===== src/source/zx_pkg.sv =====
// Shared widths, machine codes and port decode constants for the bus core
// Memory addresses are 21 bits, with bit 20 selecting the ROM area
// Port masks describe partial decodes, so aliases of each port also hit
package zx_pkg;

	// ========================================
	// Bus and memory widths
	// ========================================
	localparam int ADDR_W     = 16;
	localparam int DATA_W     = 8;
	localparam int RAM_PAGE_W = 6;
	localparam int ROM_SEL_W  = 2;
	localparam int BANK_OFS_W = 14;
	localparam int RAM_ADDR_W = 21;
	localparam int KEY_W      = 5;
	localparam int JOY_W      = 6;

	// ========================================
	// Machine codes
	// ========================================
	localparam int MACH_W = 2;

	localparam logic [MACH_W-1:0] MACH_ZX48  = 2'd0;
	localparam logic [MACH_W-1:0] MACH_ZX128 = 2'd1;
	localparam logic [MACH_W-1:0] MACH_PLUS3 = 2'd2;
	localparam logic [MACH_W-1:0] MACH_P1024 = 2'd3;

	// Joystick emulation modes
	localparam logic [2:0] JOY_KEMPSTON   = 3'd0;
	localparam logic [2:0] JOY_SINCLAIR1  = 3'd1;
	localparam logic [2:0] JOY_SINCLAIR2  = 3'd2;
	localparam logic [2:0] JOY_SINCLAIR12 = 3'd3;
	localparam logic [2:0] JOY_CURSOR     = 3'd4;

	// ========================================
	// Port decode
	// ========================================
	// 7FFD needs A15 and A1 low, and A14 high on the +3
	localparam logic [ADDR_W-1:0] PORT_7FFD_MASK     = 16'h8002;
	localparam logic [ADDR_W-1:0] PORT_7FFD_MATCH    = 16'h0000;
	localparam logic [ADDR_W-1:0] PORT_7FFD_MASK_P3  = 16'hC002;
	localparam logic [ADDR_W-1:0] PORT_7FFD_MATCH_P3 = 16'h4000;
	// 1FFD on A15..A12 = 0001 with A1 low
	localparam logic [ADDR_W-1:0] PORT_1FFD_MASK     = 16'hF002;
	localparam logic [ADDR_W-1:0] PORT_1FFD_MATCH    = 16'h1000;
	// EFF7 on A15..A12 = 1110 with A3 low
	localparam logic [ADDR_W-1:0] PORT_EFF7_MASK     = 16'hF008;
	localparam logic [ADDR_W-1:0] PORT_EFF7_MATCH    = 16'hE000;
	// Kempston only looks at the low six address bits
	localparam logic [5:0]        PORT_KEMPSTON      = 6'h1F;

	// 7FFD byte, bits 7:5 change meaning on the Pentagon 1024
	typedef union packed {
		struct packed {
			logic [1:0] unused;
			logic       lock;
			logic       rom;
			logic       screen;
			logic [2:0] bank;
		} std;
		struct packed {
			logic [1:0] ext_hi;
			logic       ext_lo;
			logic       rom;
			logic       screen;
			logic [2:0] bank;
		} p1024;
	} page7ffd_u;

endpackage


===== src/source/bank_regs.sv =====
// Paging registers behind the 7FFD, 1FFD and EFF7 ports
// The machine type is sampled while reset is high and held until the next reset
// I/O write strobes must stay low for two clocks or more so the edge is seen
// A register write shows one clock after the write level first goes high
module bank_regs
	import zx_pkg::*;
(
	input  logic                  clk_sys,
	input  logic                  reset,
	input  logic [MACH_W-1:0]     machine,
	input  logic [ADDR_W-1:0]     addr,
	input  logic [DATA_W-1:0]     cpu_dout,
	input  logic                  iorq_n,
	input  logic                  wr_n,
	input  logic                  m1_n,
	output logic [MACH_W-1:0]     machine_q,
	output logic [RAM_PAGE_W-1:0] ram_page,
	output logic [ROM_SEL_W-1:0]  rom_sel,
	output logic                  special_mode,
	output logic [1:0]            special_cfg,
	output logic                  screen_page
);

	page7ffd_u         page_reg;
	page7ffd_u         wr_data;
	logic [DATA_W-1:0] page_reg_plus3;
	logic [DATA_W-1:0] page_reg_p1024;
	logic [2:0]        page_ext;
	logic              io_wr;
	logic              old_wr;
	logic              wr_edge;
	logic              zx48;
	logic              plus3;
	logic              p1024;
	logic              page_disable;
	logic              sel_7ffd;
	logic              sel_1ffd;
	logic              sel_eff7;

	assign io_wr   = ~iorq_n & ~wr_n & m1_n;
	assign wr_edge = io_wr & ~old_wr;
	assign wr_data = cpu_dout;

	assign zx48  = (machine_q == MACH_ZX48);
	assign plus3 = (machine_q == MACH_PLUS3);
	assign p1024 = (machine_q == MACH_P1024);

	// Bit 5 is a bank bit on the Pentagon until EFF7 bit 2 restores the lock
	assign page_disable = zx48 | (~p1024 & page_reg.std.lock) |
		(p1024 & page_reg_p1024[2] & page_reg.std.lock);

	// ========================================
	// Port decode
	// ========================================
	assign sel_7ffd = plus3 ? ((addr & PORT_7FFD_MASK_P3) == PORT_7FFD_MATCH_P3) :
		((addr & PORT_7FFD_MASK) == PORT_7FFD_MATCH);
	assign sel_1ffd = plus3 & ((addr & PORT_1FFD_MASK) == PORT_1FFD_MATCH);
	assign sel_eff7 = p1024 & ((addr & PORT_EFF7_MASK) == PORT_EFF7_MATCH);

	always_ff @(posedge clk_sys) begin
		old_wr <= io_wr;
		if (reset) begin
			old_wr         <= 1'b0;
			machine_q      <= machine;
			page_reg       <= '0;
			page_reg_plus3 <= '0;
			page_reg_p1024 <= '0;
			page_ext       <= '0;
		end else if (wr_edge) begin
			if (sel_7ffd & ~page_disable) begin
				page_reg <= wr_data;
				// Extended bank bits load from 5, 7, 6 in 1024K mode
				if (p1024 & ~page_reg_p1024[2]) begin
					page_ext <= {wr_data.p1024.ext_lo, wr_data.p1024.ext_hi};
				end
			end else if (sel_1ffd & ~page_disable) begin
				page_reg_plus3 <= cpu_dout;
			end
			if (sel_eff7) begin
				page_reg_p1024 <= cpu_dout;
			end
		end
	end

	// ========================================
	// Outputs to the memory map
	// ========================================
	assign ram_page     = {page_ext, page_reg.std.bank};
	assign screen_page  = page_reg.std.screen;
	assign special_mode = page_reg_plus3[0];
	assign special_cfg  = page_reg_plus3[2:1];

	always_comb begin
		case (machine_q)
			MACH_ZX48:  rom_sel = '0;
			MACH_PLUS3: rom_sel = {page_reg_plus3[2], page_reg.std.rom};
			default:    rom_sel = {1'b0, page_reg.std.rom};
		endcase
	end

	// 1FFD only ever latches on the +3
	a_plus3_only: assert property (@(posedge clk_sys) disable iff (reset)
		!plus3 |-> (page_reg_plus3 == '0))
		else $error("1FFD register changed on a non +3 machine");

	// Banks above 7 exist only on the Pentagon 1024
	a_ext_p1024_only: assert property (@(posedge clk_sys) disable iff (reset)
		!p1024 |-> (page_ext == '0))
		else $error("extended bank bits set outside Pentagon 1024 mode");

endmodule


===== src/source/mem_map.sv =====
// Maps the CPU address and paging state onto the 21-bit memory address
// Purely combinational, so ram_addr and ram_we follow the bus in the same cycle
// Writes into the ROM area are dropped
module mem_map
	import zx_pkg::*;
(
	input  logic [ADDR_W-1:0]     addr,
	input  logic                  mreq_n,
	input  logic                  wr_n,
	input  logic [RAM_PAGE_W-1:0] ram_page,
	input  logic [ROM_SEL_W-1:0]  rom_sel,
	input  logic                  special_mode,
	input  logic [1:0]            special_cfg,
	output logic [RAM_ADDR_W-1:0] ram_addr,
	output logic                  ram_we
);

	logic [1:0]            slot;
	logic [BANK_OFS_W-1:0] ofs;
	logic [RAM_PAGE_W-1:0] bank;
	logic                  rom_area;

	// 16 KB slot number and offset within it
	assign slot = addr[ADDR_W-1 -: 2];
	assign ofs  = addr[BANK_OFS_W-1:0];

	always_comb begin
		rom_area = 1'b0;
		bank     = '0;
		if (special_mode) begin
			// +3 all-RAM layouts
			case (special_cfg)
				2'd0: bank = {4'b0000, slot};
				2'd1: bank = {3'b000, 1'b1, slot};
				2'd2: bank = (slot == 2'd3) ? 6'd3 : {3'b000, 1'b1, slot};
				default: begin
					case (slot)
						2'd1:    bank = 6'd7;
						2'd3:    bank = 6'd3;
						default: bank = {3'b000, 1'b1, slot};
					endcase
				end
			endcase
		end else begin
			case (slot)
				2'd0:    rom_area = 1'b1;
				2'd1:    bank = 6'd5;
				2'd2:    bank = 6'd2;
				default: bank = ram_page;
			endcase
		end

		if (rom_area) begin
			ram_addr = {1'b1, {(RAM_PAGE_W - ROM_SEL_W){1'b0}}, rom_sel, ofs};
		end else begin
			ram_addr = {1'b0, bank, ofs};
		end

		ram_we = ~mreq_n & ~wr_n & ~rom_area;

		// Slot 0 in normal mode is ROM and takes no write strobe
		a_no_rom_write: assert (!(ram_we && !special_mode && slot == 2'd0))
			else $error("memory write into ROM area at %h", ram_addr);
	end

endmodule


===== src/source/ula_ports.sv =====
// ULA port FE, joystick emulation, Kempston port and the CPU read-data mux
// The FE latch updates on every clock of an FE write
// cpu_din is combinational and reads FF while no strobe is active
// key_data is active low, joystick inputs are active high
module ula_ports
	import zx_pkg::*;
(
	input  logic              clk_sys,
	input  logic              reset,
	input  logic [ADDR_W-1:0] addr,
	input  logic [DATA_W-1:0] cpu_dout,
	input  logic              iorq_n,
	input  logic              rd_n,
	input  logic              wr_n,
	input  logic              m1_n,
	input  logic              mreq_n,
	input  logic [DATA_W-1:0] ram_dout,
	input  logic [KEY_W-1:0]  key_data,
	input  logic              tape_in,
	input  logic [2:0]        joy_mode,
	input  logic [JOY_W-1:0]  joystick_0,
	input  logic [JOY_W-1:0]  joystick_1,
	output logic [DATA_W-1:0] cpu_din,
	output logic [2:0]        border_color,
	output logic              ear_out,
	output logic              mic_out
);

	logic             io_wr;
	logic             io_rd;
	logic             kemp_mode;
	logic             s1_mode;
	logic             s2_mode;
	logic             cur_mode;
	logic [JOY_W-1:0] joy_any;
	logic [KEY_W-1:0] row_67890;
	logic [KEY_W-1:0] row_12345;
	logic [KEY_W-1:0] joy_keys;
	logic             ear_in;

	assign io_wr = ~iorq_n & ~wr_n & m1_n;
	assign io_rd = ~iorq_n & ~rd_n & m1_n;

	// ========================================
	// FE write latch
	// ========================================
	always_ff @(posedge clk_sys) begin
		if (reset) begin
			border_color <= '0;
			ear_out      <= 1'b0;
			mic_out      <= 1'b0;
		end else if (io_wr & ~addr[0]) begin
			border_color <= cpu_dout[2:0];
			mic_out      <= cpu_dout[3];
			ear_out      <= cpu_dout[4];
		end
	end

	// ========================================
	// Joystick to keyboard
	// ========================================
	assign kemp_mode = (joy_mode == JOY_KEMPSTON);
	assign s1_mode   = (joy_mode == JOY_SINCLAIR1) | (joy_mode == JOY_SINCLAIR12);
	assign s2_mode   = (joy_mode == JOY_SINCLAIR2) | (joy_mode == JOY_SINCLAIR12);
	assign cur_mode  = (joy_mode == JOY_CURSOR);
	assign joy_any   = joystick_0 | joystick_1;

	// Half row 6-7-8-9-0, key 0 in bit 0
	// Sinclair I gives left 6, right 7, down 8, up 9, fire 0
	// Cursor gives down 6, up 7, right 8, fire 0
	assign row_67890 =
		({KEY_W{s1_mode}} & {joystick_0[1], joystick_0[0], joystick_0[2],
			joystick_0[3], joystick_0[4]}) |
		({KEY_W{cur_mode}} & {joy_any[2], joy_any[3], joy_any[0], 1'b0, joy_any[4]});

	// Half row 1-2-3-4-5, key 1 in bit 0
	// Cursor only adds left on key 5
	assign row_12345 =
		({KEY_W{s2_mode}} & {joystick_1[4], joystick_1[3], joystick_1[2],
			joystick_1[0], joystick_1[1]}) |
		({KEY_W{cur_mode}} & {joy_any[1], 4'b0000});

	// Rows are selected by A12 and A11 low
	assign joy_keys = ({KEY_W{~addr[12]}} & row_67890) | ({KEY_W{~addr[11]}} & row_12345);

	assign ear_in = tape_in | ear_out;

	// ========================================
	// Read data mux
	// ========================================
	always_comb begin
		if (~mreq_n) begin
			cpu_din = ram_dout;
		end else if (io_rd & ~addr[0]) begin
			cpu_din = {1'b1, ear_in, 1'b1, key_data & ~joy_keys};
		end else if (io_rd & kemp_mode & (addr[5:0] == PORT_KEMPSTON)) begin
			cpu_din = {{(DATA_W - JOY_W){1'b0}}, joy_any};
		end else begin
			cpu_din = 8'hFF;
		end
	end

endmodule


===== src/source/zx_bus_core.sv =====
// Memory and I/O decoding core of a Spectrum-family machine
// The CPU bus enters as plain strobes, there is no wait or back-pressure
// The memory behind ram_addr is outside, with ram_dout returned combinationally
module zx_bus_core
	import zx_pkg::*;
(
	input  logic                  clk_sys,
	input  logic                  reset,
	input  logic [ADDR_W-1:0]     addr,
	input  logic [DATA_W-1:0]     cpu_dout,
	input  logic                  mreq_n,
	input  logic                  iorq_n,
	input  logic                  rd_n,
	input  logic                  wr_n,
	input  logic                  m1_n,
	input  logic [MACH_W-1:0]     machine,
	input  logic [2:0]            joy_mode,
	input  logic [JOY_W-1:0]      joystick_0,
	input  logic [JOY_W-1:0]      joystick_1,
	input  logic [KEY_W-1:0]      key_data,
	input  logic                  tape_in,
	input  logic [DATA_W-1:0]     ram_dout,
	output logic [RAM_ADDR_W-1:0] ram_addr,
	output logic                  ram_we,
	output logic [DATA_W-1:0]     cpu_din,
	output logic                  screen_page,
	output logic [2:0]            border_color,
	output logic                  ear_out,
	output logic                  mic_out
);

	logic [RAM_PAGE_W-1:0] ram_page;
	logic [ROM_SEL_W-1:0]  rom_sel;
	logic                  special_mode;
	logic [1:0]            special_cfg;

	bank_regs u_bank_regs (
		.clk_sys      (clk_sys),
		.reset        (reset),
		.machine      (machine),
		.addr         (addr),
		.cpu_dout     (cpu_dout),
		.iorq_n       (iorq_n),
		.wr_n         (wr_n),
		.m1_n         (m1_n),
		.machine_q    (),
		.ram_page     (ram_page),
		.rom_sel      (rom_sel),
		.special_mode (special_mode),
		.special_cfg  (special_cfg),
		.screen_page  (screen_page)
	);

	mem_map u_mem_map (
		.addr         (addr),
		.mreq_n       (mreq_n),
		.wr_n         (wr_n),
		.ram_page     (ram_page),
		.rom_sel      (rom_sel),
		.special_mode (special_mode),
		.special_cfg  (special_cfg),
		.ram_addr     (ram_addr),
		.ram_we       (ram_we)
	);

	ula_ports u_ula_ports (
		.clk_sys      (clk_sys),
		.reset        (reset),
		.addr         (addr),
		.cpu_dout     (cpu_dout),
		.iorq_n       (iorq_n),
		.rd_n         (rd_n),
		.wr_n         (wr_n),
		.m1_n         (m1_n),
		.mreq_n       (mreq_n),
		.ram_dout     (ram_dout),
		.key_data     (key_data),
		.tape_in      (tape_in),
		.joy_mode     (joy_mode),
		.joystick_0   (joystick_0),
		.joystick_1   (joystick_1),
		.cpu_din      (cpu_din),
		.border_color (border_color),
		.ear_out      (ear_out),
		.mic_out      (mic_out)
	);

endmodule


===== config.mk =====
export PLATFORM = sky130hd
export DESIGN_NAME = zx_bus_core
export DESIGN_NICKNAME = d
export VERILOG_FILES = /design/src/source/zx_pkg.sv /design/src/source/bank_regs.sv /design/src/source/mem_map.sv /design/src/source/ula_ports.sv /design/src/source/zx_bus_core.sv
export SDC_FILE = /design/constraint.sdc
export NUM_CORES = 1
export LEC_CHECK = 0
export CAP_MARGIN = 25
export CELL_PAD_IN_SITES_DETAIL_PLACEMENT = 1
export CELL_PAD_IN_SITES_GLOBAL_PLACEMENT = 2
export CORE_MARGIN = 2
export CORE_UTILIZATION = 31
export CTS_CLUSTER_DIAMETER = 200
export DETAILED_ROUTE_END_ITERATION = 8
export DONT_BUFFER_PORTS = 1
export PLACE_DENSITY_LB_ADDON = 0.1
export SYNTH_ARGS = -nofsm -noshare
export SYNTH_HDL_FRONTEND = slang
export SYNTH_SLANG_ARGS = --single-unit

===== constraint.sdc =====
create_clock -name clk_sys -period 1.6 [get_ports clk_sys]
set_input_delay 0.08 -clock clk_sys [delete_from_list [all_inputs] [get_ports clk_sys]]
set_output_delay 0.08 -clock clk_sys [all_outputs]
set_load 0.1 [all_outputs]

; After elaboration in Yosys (flattened, before gate mapping)
; Index checks and enable logic that the tools add are counted.
[totals]
ff_bits = 23
output_inout_bits = 36
wordCells = 95
[classes]
eq_ne = 15
n_mux = 13
bitwise_logic = 49
reduce_logical = 9
[ops]
columns = op, n
row1 = $pmux 6 s3, 2
row2 = $and 5x5->5, 7
row3 = $mux 8, 3
row4 = $mux 21, 1
row5 = $and 1x1->1, 19
row6 = $logic_not 16->1, 1
row7 = $or 5x5->5, 3
row8 = $not 1->1, 13
row9 = $eq 2x2->1 const B, 5
row10 = $eq 3x2->1 const B, 3
row11 = $eq 6x5->1 const B, 1
row12 = $logic_not 2->1, 3
row13 = $mux 6, 1
row14 = $or 6x6->6, 1
row15 = $pmux 3 s2, 1
row16 = $reduce_and 3->1, 2
row17 = $eq 5x2->1 const B, 1
row18 = $eq 5x5->1 const B, 1
row19 = $not 5->5, 1
row20 = $or 1x1->1, 5
row21 = $eq 2x1->1 const B, 2
row22 = $pmux 2 s2, 1
row23 = $reduce_and 2->1, 2
row24 = $eq 3x1->1 const B, 1
row25 = other kinds (4), 6

; Longest topological paths before layout
; Gate-level depths: netlist of the first run.
[depth]
ltp_word = 10
mapped_depth = 5
depth_no_buf = 4

; Hierarchy
; From an unflattened synthesis of the first run, not the netlist that was laid out.
[hier_totals]
cells_unflattened = 179
area_unflattened_um2 = 1536.5
[modules_own_cells]
columns = mod, n_inst, cells_each, area_each_um2, seq_area_each_um2
row1 = bank_regs, 1, 74, 778.2, 340.3
row2 = ula_ports, 1, 71, 541.8, 100.1
row3 = mem_map, 1, 34, 216.5, 0.0

; Worst setup path before layout of the first run
; Ideal clock, no wire load.
[synth_timing]
path_kind = input to output
startpoint = input mreq_n
endpoint = output cpu_din[4]
arrival_time_ps = 2928
required_time_ps = 1520
slack_ps = -1408
stages = 4
path_cell_list = clkbuf_1 nand4bb_1 nor2_1 a221oi_1
[synth_between]
elab_chain_cells = 1
[synth_rtl]
columns = item, line_no
row1 = from (decl), zx_bus_core.sv:11  ; input logic mreq_n,
row2 = $mux 8, ula_ports.sv:92  ; if (~mreq_n) begin
row3 = to (decl), zx_bus_core.sv:25  ; output logic [DATA_W-1:0] cpu_din,
; Every way passes these cells.

; Final worst setup path of the first run
[layout_timing]
startpoint = register u_bank_regs.machine_q[0]
endpoint = output ram_addr[15]
[layout_between]
elab_chain_cells = 3
elab_cells_between_ends = 4
cone_classes = 1 x eq/ne / 2 x mux / 1 x reduce/logical
[layout_rtl]
columns = item, line_no
row1 = from (decl), bank_regs.sv:16  ; output logic [MACH_W-1:0] machine_q,
row2 = from (signal assigned), bank_regs.sv:64  ; machine_q <= machine;
row3 = $eq 2x2->1 or $logic_not 2->1 (tied branches), bank_regs.sv:94  ; case (machine_q)
row4 = $pmux 2 s2 *, bank_regs.sv:94
row5 = $mux 21 *, mem_map.sv:53  ; if (rom_area) begin
row6 = to (decl), zx_bus_core.sv:23  ; output logic [RAM_ADDR_W-1:0] ram_addr,
; Every way passes the cells marked *; elsewhere a longest branch is shown, timed or not.

==> results of run 1 <==
[metrics by stage]
step	hold slack (ns)	power, mW
2_1_floorplan	0.1789	0.9963
3_3_place_gp	0.1487	0.9356
3_5_place_dp	0.1577	0.9396
4_1_cts	0.002379	1.327
5_1_grt	0.007639	1.370
6_report	0.002328	1.317
[area by class of cell]
cell class                 count  area [um^2]  area share
multi-input combinational    129         1011      0.4830
timing repair buffer          42        520.5      0.2487
sequential                    21        442.9      0.2116
tap                           52        65.06     0.03108
clock buffer                   3        41.29     0.01973
inverter                       2        7.507    0.003586
clock inverter                 1        5.005    0.002391
[cell usage in the layout (no fill, tap or decap), drive strengths merged, types with 3 or more instances in the layout]
master	synthesis	routed
a21oi	5	5
a221oi	5	5
buf	16	27
clkbuf	5	4
dfxtp	19	19
dlygate4sd3	0	13
mux2i	18	18
nand2	10	10
nand2b	13	13
nand4	3	3
nor2	31	31
nor3	4	4
nor3b	10	10
o211ai	3	3
o21ai	6	6
[kinds of logic (layout without fill, tap and decap cells)]
kind of cell | after synthesis | in the layout | synth area share
flops | 21 | 21 | 0.3104
compound gates | 26 | 26 | 0.1226
buf+inv | 23 | 48 | 0.1014
simple gates | 85 | 85 | 0.3386
mux | 18 | 18 | 0.1270
[power breakdown]
group / switching [mW] / internal [mW]
clock network: 0.179 / 0.173
logic: 0.259 / 0.157
registers: 0.00821 / 0.540
total: 0.446 / 0.871
[worst max-delay path, cell delays in order (launching register included)]
cell                       delay [ns]
sky130_fd_sc_hd__edfxtp_1        0.46
sky130_fd_sc_hd__nand3b_1        0.22
sky130_fd_sc_hd__a21oi_2         0.16
sky130_fd_sc_hd__a211oi_2        0.06
sky130_fd_sc_hd__a21oi_4         0.15
sky130_fd_sc_hd__buf_12          0.19
[Yosys cell counts]
library cell | instances | area (um^2)
sky130_fd_sc_hd__a22oi_1 | 1 | 7.510
sky130_fd_sc_hd__a21oi_1 | 5 | 25.02
sky130_fd_sc_hd__inv_1 | 2 | 7.510
sky130_fd_sc_hd__or4b_1 | 1 | 10.01
sky130_fd_sc_hd__nand3_1 | 2 | 10.01
sky130_fd_sc_hd__nor3_1 | 4 | 20.02
sky130_fd_sc_hd__nand2b_1 | 13 | 81.33
sky130_fd_sc_hd__nand4b_1 | 1 | 8.760
sky130_fd_sc_hd__nand4_1 | 3 | 18.77
sky130_fd_sc_hd__o22ai_1 | 1 | 6.260
sky130_fd_sc_hd__o22a_1 | 2 | 17.52
sky130_fd_sc_hd__nand3b_1 | 1 | 7.510
sky130_fd_sc_hd__o211ai_1 | 3 | 22.52
sky130_fd_sc_hd__buf_4 | 15 | 112.6
sky130_fd_sc_hd__a21boi_0 | 1 | 7.510
sky130_fd_sc_hd__nor2_1 | 30 | 112.6
sky130_fd_sc_hd__nor4_1 | 1 | 6.260
sky130_fd_sc_hd__or3_1 | 1 | 6.260
sky130_fd_sc_hd__nor3b_1 | 9 | 67.56
sky130_fd_sc_hd__nor2_2 | 1 | 6.260
sky130_fd_sc_hd__clkbuf_1 | 5 | 18.77
sky130_fd_sc_hd__nand2_1 | 10 | 37.54
sky130_fd_sc_hd__a31oi_1 | 1 | 6.260
sky130_fd_sc_hd__edfxtp_1 | 2 | 60.06
sky130_fd_sc_hd__nor4_2 | 1 | 12.51
sky130_fd_sc_hd__dfxtp_1 | 19 | 380.4
sky130_fd_sc_hd__mux2i_1 | 18 | 180.2
sky130_fd_sc_hd__nor3b_4 | 1 | 18.77
sky130_fd_sc_hd__and3b_1 | 1 | 8.760
sky130_fd_sc_hd__a211oi_1 | 1 | 7.510
sky130_fd_sc_hd__and4b_1 | 1 | 10.01
sky130_fd_sc_hd__a221oi_1 | 5 | 43.79
sky130_fd_sc_hd__buf_2 | 1 | 5.000
sky130_fd_sc_hd__nand4bb_1 | 1 | 11.26
sky130_fd_sc_hd__o21ai_0 | 6 | 30.03
sky130_fd_sc_hd__or3b_1 | 2 | 17.52
sky130_fd_sc_hd__nor4b_1 | 1 | 8.760
[metal layers]
layer	wire length, um	vias up	part of all wire
li1	-	656	-
met1	1641	654	0.36
met2	2548	69	0.55
met3	384	4	0.083
met4	42	0	0.0091
met5	0	-	0
[path summary, 6_finish.rpt]
check,from,endpoint,slack (ns),cells past startpoint
setup reg to reg,u_bank_regs.machine_q[0]$_DFFE_PP_,u_bank_regs.page_reg_plus3[0]$_SDFFE_PP0P_,0.18,5
hold / removal,reset,u_bank_regs.page_reg[1]$_SDFFE_PP0P_,0.002,2
setup / recovery,u_bank_regs.machine_q[0]$_DFFE_PP_,ram_addr[15],0.02,5
hold reg to reg,u_bank_regs.page_reg[3]$_SDFFE_PP0P_,u_bank_regs.page_reg[3]$_SDFFE_PP0P_,0.49,2
[what timing repair did]
| action | 4_1_cts | 5_1_grt |
|---|---|---|
| hold buffers | 13 | 1 |
| hold endpoints to repair | 23 | 1 |
| setup buffers | 0 | 1 |
| resized for setup | 2 | 3 |
| pin swaps | 2 | 1 |
| setup endpoints to repair | 1 | 7 |
==> out/qor.txt, run 1 <==
ROUTE
---------------------------------------------------------------------------------
Initial DRT Pass Iterations ........................................            4
Detailed-route vias per instance ...................................        5.532
DRC viols ..........................................................            0
Number of DRC markers after the initial detailed-route iteration ...           26
Average routed wire per standard cell ..............................     18.46 um
Vias post-DR .......................................................        1,383
Post-DRT Antenna Nets ..............................................            0
Detailed-route wire length .........................................      4616 um

TIMING
---------------------------------------------------------------------------------
Min cycle time layout ..............................................     1.584 ns
Number of setup violations in the final report .....................            0
Max frequency ......................................................    631.4 MHz
Slew margin rel. ...................................................       0.5718
Final worst-path setup slack .......................................   0.01630 ns
Final setup skew ...................................................  0.003781 ns
Setup_tns ..........................................................         0 ns
Period Utilization, post-route .....................................       0.9898
Hold Vio Cnt, Final ................................................            0
RSZ-0062 raised after global routing ...............................         true
Number of slew-limit violations in the final report ................            0
Worst Tran Pin Value ...............................................    0.6424 ns

SYNTH
---------------------------------------------------------------------------------
Post-synth net total ...............................................          235
Instance count of the mapped netlist ...............................          173
Netlist cell types .................................................           37
Syn Area/Cell ......................................................   8.202 um^2
Total number of yosys warnings .....................................            0
Post-synthesis register bit count ..................................           21
Sequential share of the synthesized area ...........................       0.3104
Cell Area, Synth ...................................................    1419 um^2

CLOCK TREE
---------------------------------------------------------------------------------
Largest buffer count on any clock path .............................            2
Register clock-pin slew on the reported worst setup and hold paths .      0.08 ns
CTS sink count .....................................................           21
Clk root buf ....................................................... sky130_fd_sc_hd__clkbuf_8
Htree depth ........................................................            1
Number of clock buffers inserted by TritonCTS ......................            3
Later-pin clock latency in the skew report .........................      0.26 ns
CTS tree ...........................................................          yes

GLOBAL ROUTING
---------------------------------------------------------------------------------
Leftover overflow at the end of global routing .....................            0
All-layer global routing usage .....................................       0.1820
Maximum number of pins on one net before global-route repair .......           18
Number of global-route vias before repair ..........................        1,560
Antenna violations before repair ...................................            0
Grt met3 use .......................................................      0.03938
Global-route wire length before repair .............................      7424 um
Met1 track demand over resource ....................................       0.1950
Busiest layer in global routing ....................................         met2
Met2 GRT Util ......................................................       0.3519

POWER AND IR DROP
---------------------------------------------------------------------------------
Pwr/cell area ...................................................... 629.2 nW/um^2
Leak pwr ...........................................................    0.7887 nW
Maximum vdd ir drop ................................................    0.4603 mV

PLACE
---------------------------------------------------------------------------------
Final HPWL from detailed placement .................................      3577 um
Final weighted congestion in routability-driven placement ..........       0.7820
DP Area ............................................................    1882 um^2
Worst setup timing slack at the placement stage ....................    0.1586 ns
Total instance count after detailed placement ......................          231
Count of input and output buffers ..................................            0

CRITICAL PATH
---------------------------------------------------------------------------------
Critical Path Sink Type ............................................ primary output
Startpoint Class ...................................................     register
Critical Setup Path Class ..........................................   reg -> out
Data required time of the worst path ...............................      1.52 ns
Crit path max fanout ...............................................            5
Arrival time of data at the critical path endpoint .................      1.50 ns

FINAL LAYOUT
---------------------------------------------------------------------------------
Area growth from synthesis to final layout .........................       47.53%
Final net count ....................................................          261
Final standard cell count with taps included and fillers excluded ..          250
Number of fill cells ...............................................          496
Count of antenna diodes in the layout ..............................            0
Max FFs per register ...............................................            6
Utilization after layout ...........................................       0.4775
Ratio of cells with drive above 1 in the final layout ..............       0.2778
Finished Cell Area .................................................    2093 um^2

DIE
---------------------------------------------------------------------------------
Overall die area ...................................................    5134 um^2
Initial core utilization ...........................................       0.3236
Vertical extent of the die .........................................     71.66 um
Number of placed I/O pins ..........................................           98
Area of the core ...................................................    4384 um^2
Die X-Extent .......................................................     71.66 um
Std-Cell Rows ......................................................           24

HOLD PATH
---------------------------------------------------------------------------------
Worst hold path type ...............................................    in -> reg

OUTCOME
---------------------------------------------------------------------------------
Status ............................................................. finished clean

JOB
---------------------------------------------------------------------------------
Max-cap violation count ............................................            0

No activity file was read; power rests on OpenSTA's default activity.
==> inputs of run 2 (changes only) <==
clock period = 1.75 ns   (was 1.6 ns; I/O delays follow)
==> out/qor.txt, run 2 (synthesized netlist as in run 1, its figures left out) <==
OUTCOME
---------------------------------------------------------------------------------
Status ............................................................. finished clean

TIMING
---------------------------------------------------------------------------------
RSZ-0062 raised after global routing ...............................        false
Final-layout worst hold slack ......................................   0.01243 ns   +0.01010 ns
Final setup skew ...................................................  0.008861 ns   +0.005081 ns
Number of slew-limit violations in the final report ................            0   unchanged
Hold Vio Cnt, Final ................................................            0   unchanged
Min cycle time layout ..............................................     1.597 ns
Number of setup violations in the final report .....................            0   unchanged
Max frequency ......................................................    626.1 MHz
Slew margin rel. ...................................................       0.3885   -0.1832
Worst Tran Pin Value ...............................................    0.9138 ns   +0.2715 ns
Period Utilization, post-route .....................................       0.9127
Setup_tns ..........................................................         0 ns   unchanged

ROUTE
---------------------------------------------------------------------------------
Detailed-route wire length .........................................      4573 um   -0.93%
Initial DRT Pass Iterations ........................................            4   unchanged
Average routed wire per standard cell ..............................     18.59 um   +0.68%
Detailed-route vias per instance ...................................        5.467   -1.2%
Post-DRT Antenna Nets ..............................................            0   unchanged
Vias post-DR .......................................................        1,345   -2.7%
Number of DRC markers after the initial detailed-route iteration ...           13   -50%
DRC viols ..........................................................            0   unchanged

FINAL LAYOUT
---------------------------------------------------------------------------------
Most common library cell in the layout ignoring fill and taps ...... sky130_fd_sc_hd__nor2_1
Max FFs per register ...............................................            6   unchanged
Count of antenna diodes in the layout ..............................            0   unchanged
Utilization after layout ...........................................       0.4643   -0.01313
Final net count ....................................................          257   -1.5%
Number of fill cells ...............................................          495   -0.20%
Most used cells in the layout excluding fill and tap cells ......... 29 x sky130_fd_sc_hd__nor2_1, 18 x sky130_fd_sc_hd__mux2i_1, 17 x sky130_fd_sc_hd__dfxtp_1, 13 x sky130_fd_sc_hd__nand2b_1, 13 x sky130_fd_sc_hd__dlygate4sd3_1
Area growth from synthesis to final layout .........................       43.47%
Ratio of cells with drive above 1 in the final layout ..............       0.2526   -0.02520

PLACE
---------------------------------------------------------------------------------
Count of input and output buffers ..................................            0   unchanged
Final weighted congestion in routability-driven placement ..........       0.8645   +11%
Final HPWL from detailed placement .................................      3673 um   +2.7%

POWER AND IR DROP
---------------------------------------------------------------------------------
Proportion of power drawn by flip-flops and latches ................        0.415   about the same
Fraction of power consumed by combinational cells ..................        0.311   -0.005
Internal power .....................................................    0.7962 mW   -8.6%
Pwr/cell area ...................................................... 593.6 nW/um^2   -5.7%
Leak pwr ...........................................................    0.7587 nW   -3.8%
Switching component of the power ...................................    0.4121 mW   -7.6%
Switching part of the total power ..................................       0.3411   +0.002300
Clock network fraction of design power .............................        0.274   +0.006
Maximum vdd ir drop ................................................    0.4849 mV   +5.4%

GLOBAL ROUTING
---------------------------------------------------------------------------------
All-layer global routing usage .....................................       0.1810   -0.001011
Maximum number of pins on one net before global-route repair .......           23   +5
Leftover overflow at the end of global routing .....................            0   unchanged
Antenna violations before repair ...................................            0   unchanged
Global-route wire length before repair .............................      7251 um   -2.3%
Number of global-route vias before repair ..........................        1,525   -2.2%

CRITICAL PATH
---------------------------------------------------------------------------------
Arrival time of data at the critical path endpoint .................      1.51 ns   about the same
Origin of the worst setup path ..................................... u_bank_regs.machine_q[0]$_DFFE_PP_
Crit path max fanout ...............................................            5   unchanged
Worst flop-to-flop path startpoint ................................. u_bank_regs.machine_q[0]$_DFFE_PP_
Critical Setup Path Class ..........................................   reg -> out
Largest stage delay, worst path ....................................      0.45 ns   about the same
Data required time of the worst path ...............................      1.66 ns   +0.14 ns
Critical Path Sink Type ............................................ primary output
Worst-path cell chain .............................................. nand3b_1, a21oi_1, a211oi_1, a21oi_2, buf_12
Crit-path slowest cell ............................................. sky130_fd_sc_hd__edfxtp_1
Startpoint Class ...................................................     register

HOLD PATH
---------------------------------------------------------------------------------
Hold wc startpoint .................................................        reset
Worst hold path type ...............................................    in -> reg

CLOCK TREE
---------------------------------------------------------------------------------
Number of clock buffers inserted by TritonCTS ......................            3   unchanged
Largest buffer count on any clock path .............................            2   unchanged
Clk root buf ....................................................... sky130_fd_sc_hd__clkbuf_8
Register clock-pin slew on the reported worst setup and hold paths .      0.08 ns   about the same
Htree depth ........................................................            1   unchanged
Later-pin clock latency in the skew report .........................      0.27 ns   about the same
CTS sink count .....................................................           21   unchanged
CTS tree ...........................................................          yes

DIE
---------------------------------------------------------------------------------
Area of the core ...................................................    4384 um^2   unchanged
Die X-Extent .......................................................     71.66 um   unchanged
Number of placed I/O pins ..........................................           98   unchanged
Std-Cell Rows ......................................................           24   unchanged
Vertical extent of the die .........................................     71.66 um   unchanged
Initial core utilization ...........................................       0.3236   unchanged
Overall die area ...................................................    5134 um^2   unchanged

JOB
---------------------------------------------------------------------------------
Max-cap violation count ............................................            0   unchanged

## run 2: final timing paths
kind | to | slack, ns | cells after the start
max | ram_addr[15] | 0.15 | 5
min | u_bank_regs.page_reg[1]$_SDFFE_PP0P_ | 0.01 | 2
max reg2reg | u_bank_regs.page_reg_plus3[1]$_SDFFE_PP0P_ | 0.29 | 4
min reg2reg | u_bank_regs.page_reg[0]$_SDFFE_PP0P_ | 0.48 | 2
## run 2: power by group through the flow
stage	logic (mW)	registers (mW)	clock network (mW)
after floorplan	0.385	0.530	0
after global routing	0.394	0.503	0.364
final	0.376	0.501	0.331
after detailed placement	0.342	0.512	0
after global placement	0.340	0.512	0
after CTS	0.377	0.501	0.348
## run 2: layout make-up
cell class | instances | area [um^2] | area share
multi-input combinational | 129 | 993.5 | 0.4880
timing repair buffer | 38 | 478.0 | 0.2348
sequential | 21 | 442.9 | 0.2176
tap | 52 | 65.06 | 0.03196
clock buffer | 3 | 41.29 | 0.02028
clock inverter | 1 | 7.507 | 0.003688
inverter | 2 | 7.507 | 0.003688
## run 2: worst max-delay path: cells and delay by family, from the launching register on
| kind | cells | cell delay, ns |
|---|---|---|
| flops | 1 | 0.45 |
| compound gates | 3 | 0.41 |
| buf+inv | 1 | 0.20 |
| simple gates | 1 | 0.19 |
## run 2: per-stage QoR
step	std cells	setup slack, ns	instance area [um^2]	power, mW
after floorplan	173	-0.4604	1528	0.9151
after global placement	228	0.2032	1837	0.8521
after detailed placement	228	0.1254	1837	0.8549
after CTS	245	0.05972	2016	1.226
after global routing	246	0.05506	2036	1.261
final	246	0.1528	2036	1.208
## run 2: routing by layer
metal  track usage  wire [um]  part of all wire  vias to the layer above
met2        0.3652       2545              0.56                       52
li1              -          -                 -                      656
met5             0          0                 0                        -
met1        0.1825       1655              0.36                      630
met3       0.03657        315             0.069                        7
met4       0.05451         57             0.012                        0
## run 2: repair_timing
action / CTS / global route
setup buffers: 0 / 0
resized for setup: 0 / 3
hold endpoints to repair: 23 / 1
hold buffers: 13 / 1
setup endpoints to repair: 0 / 4
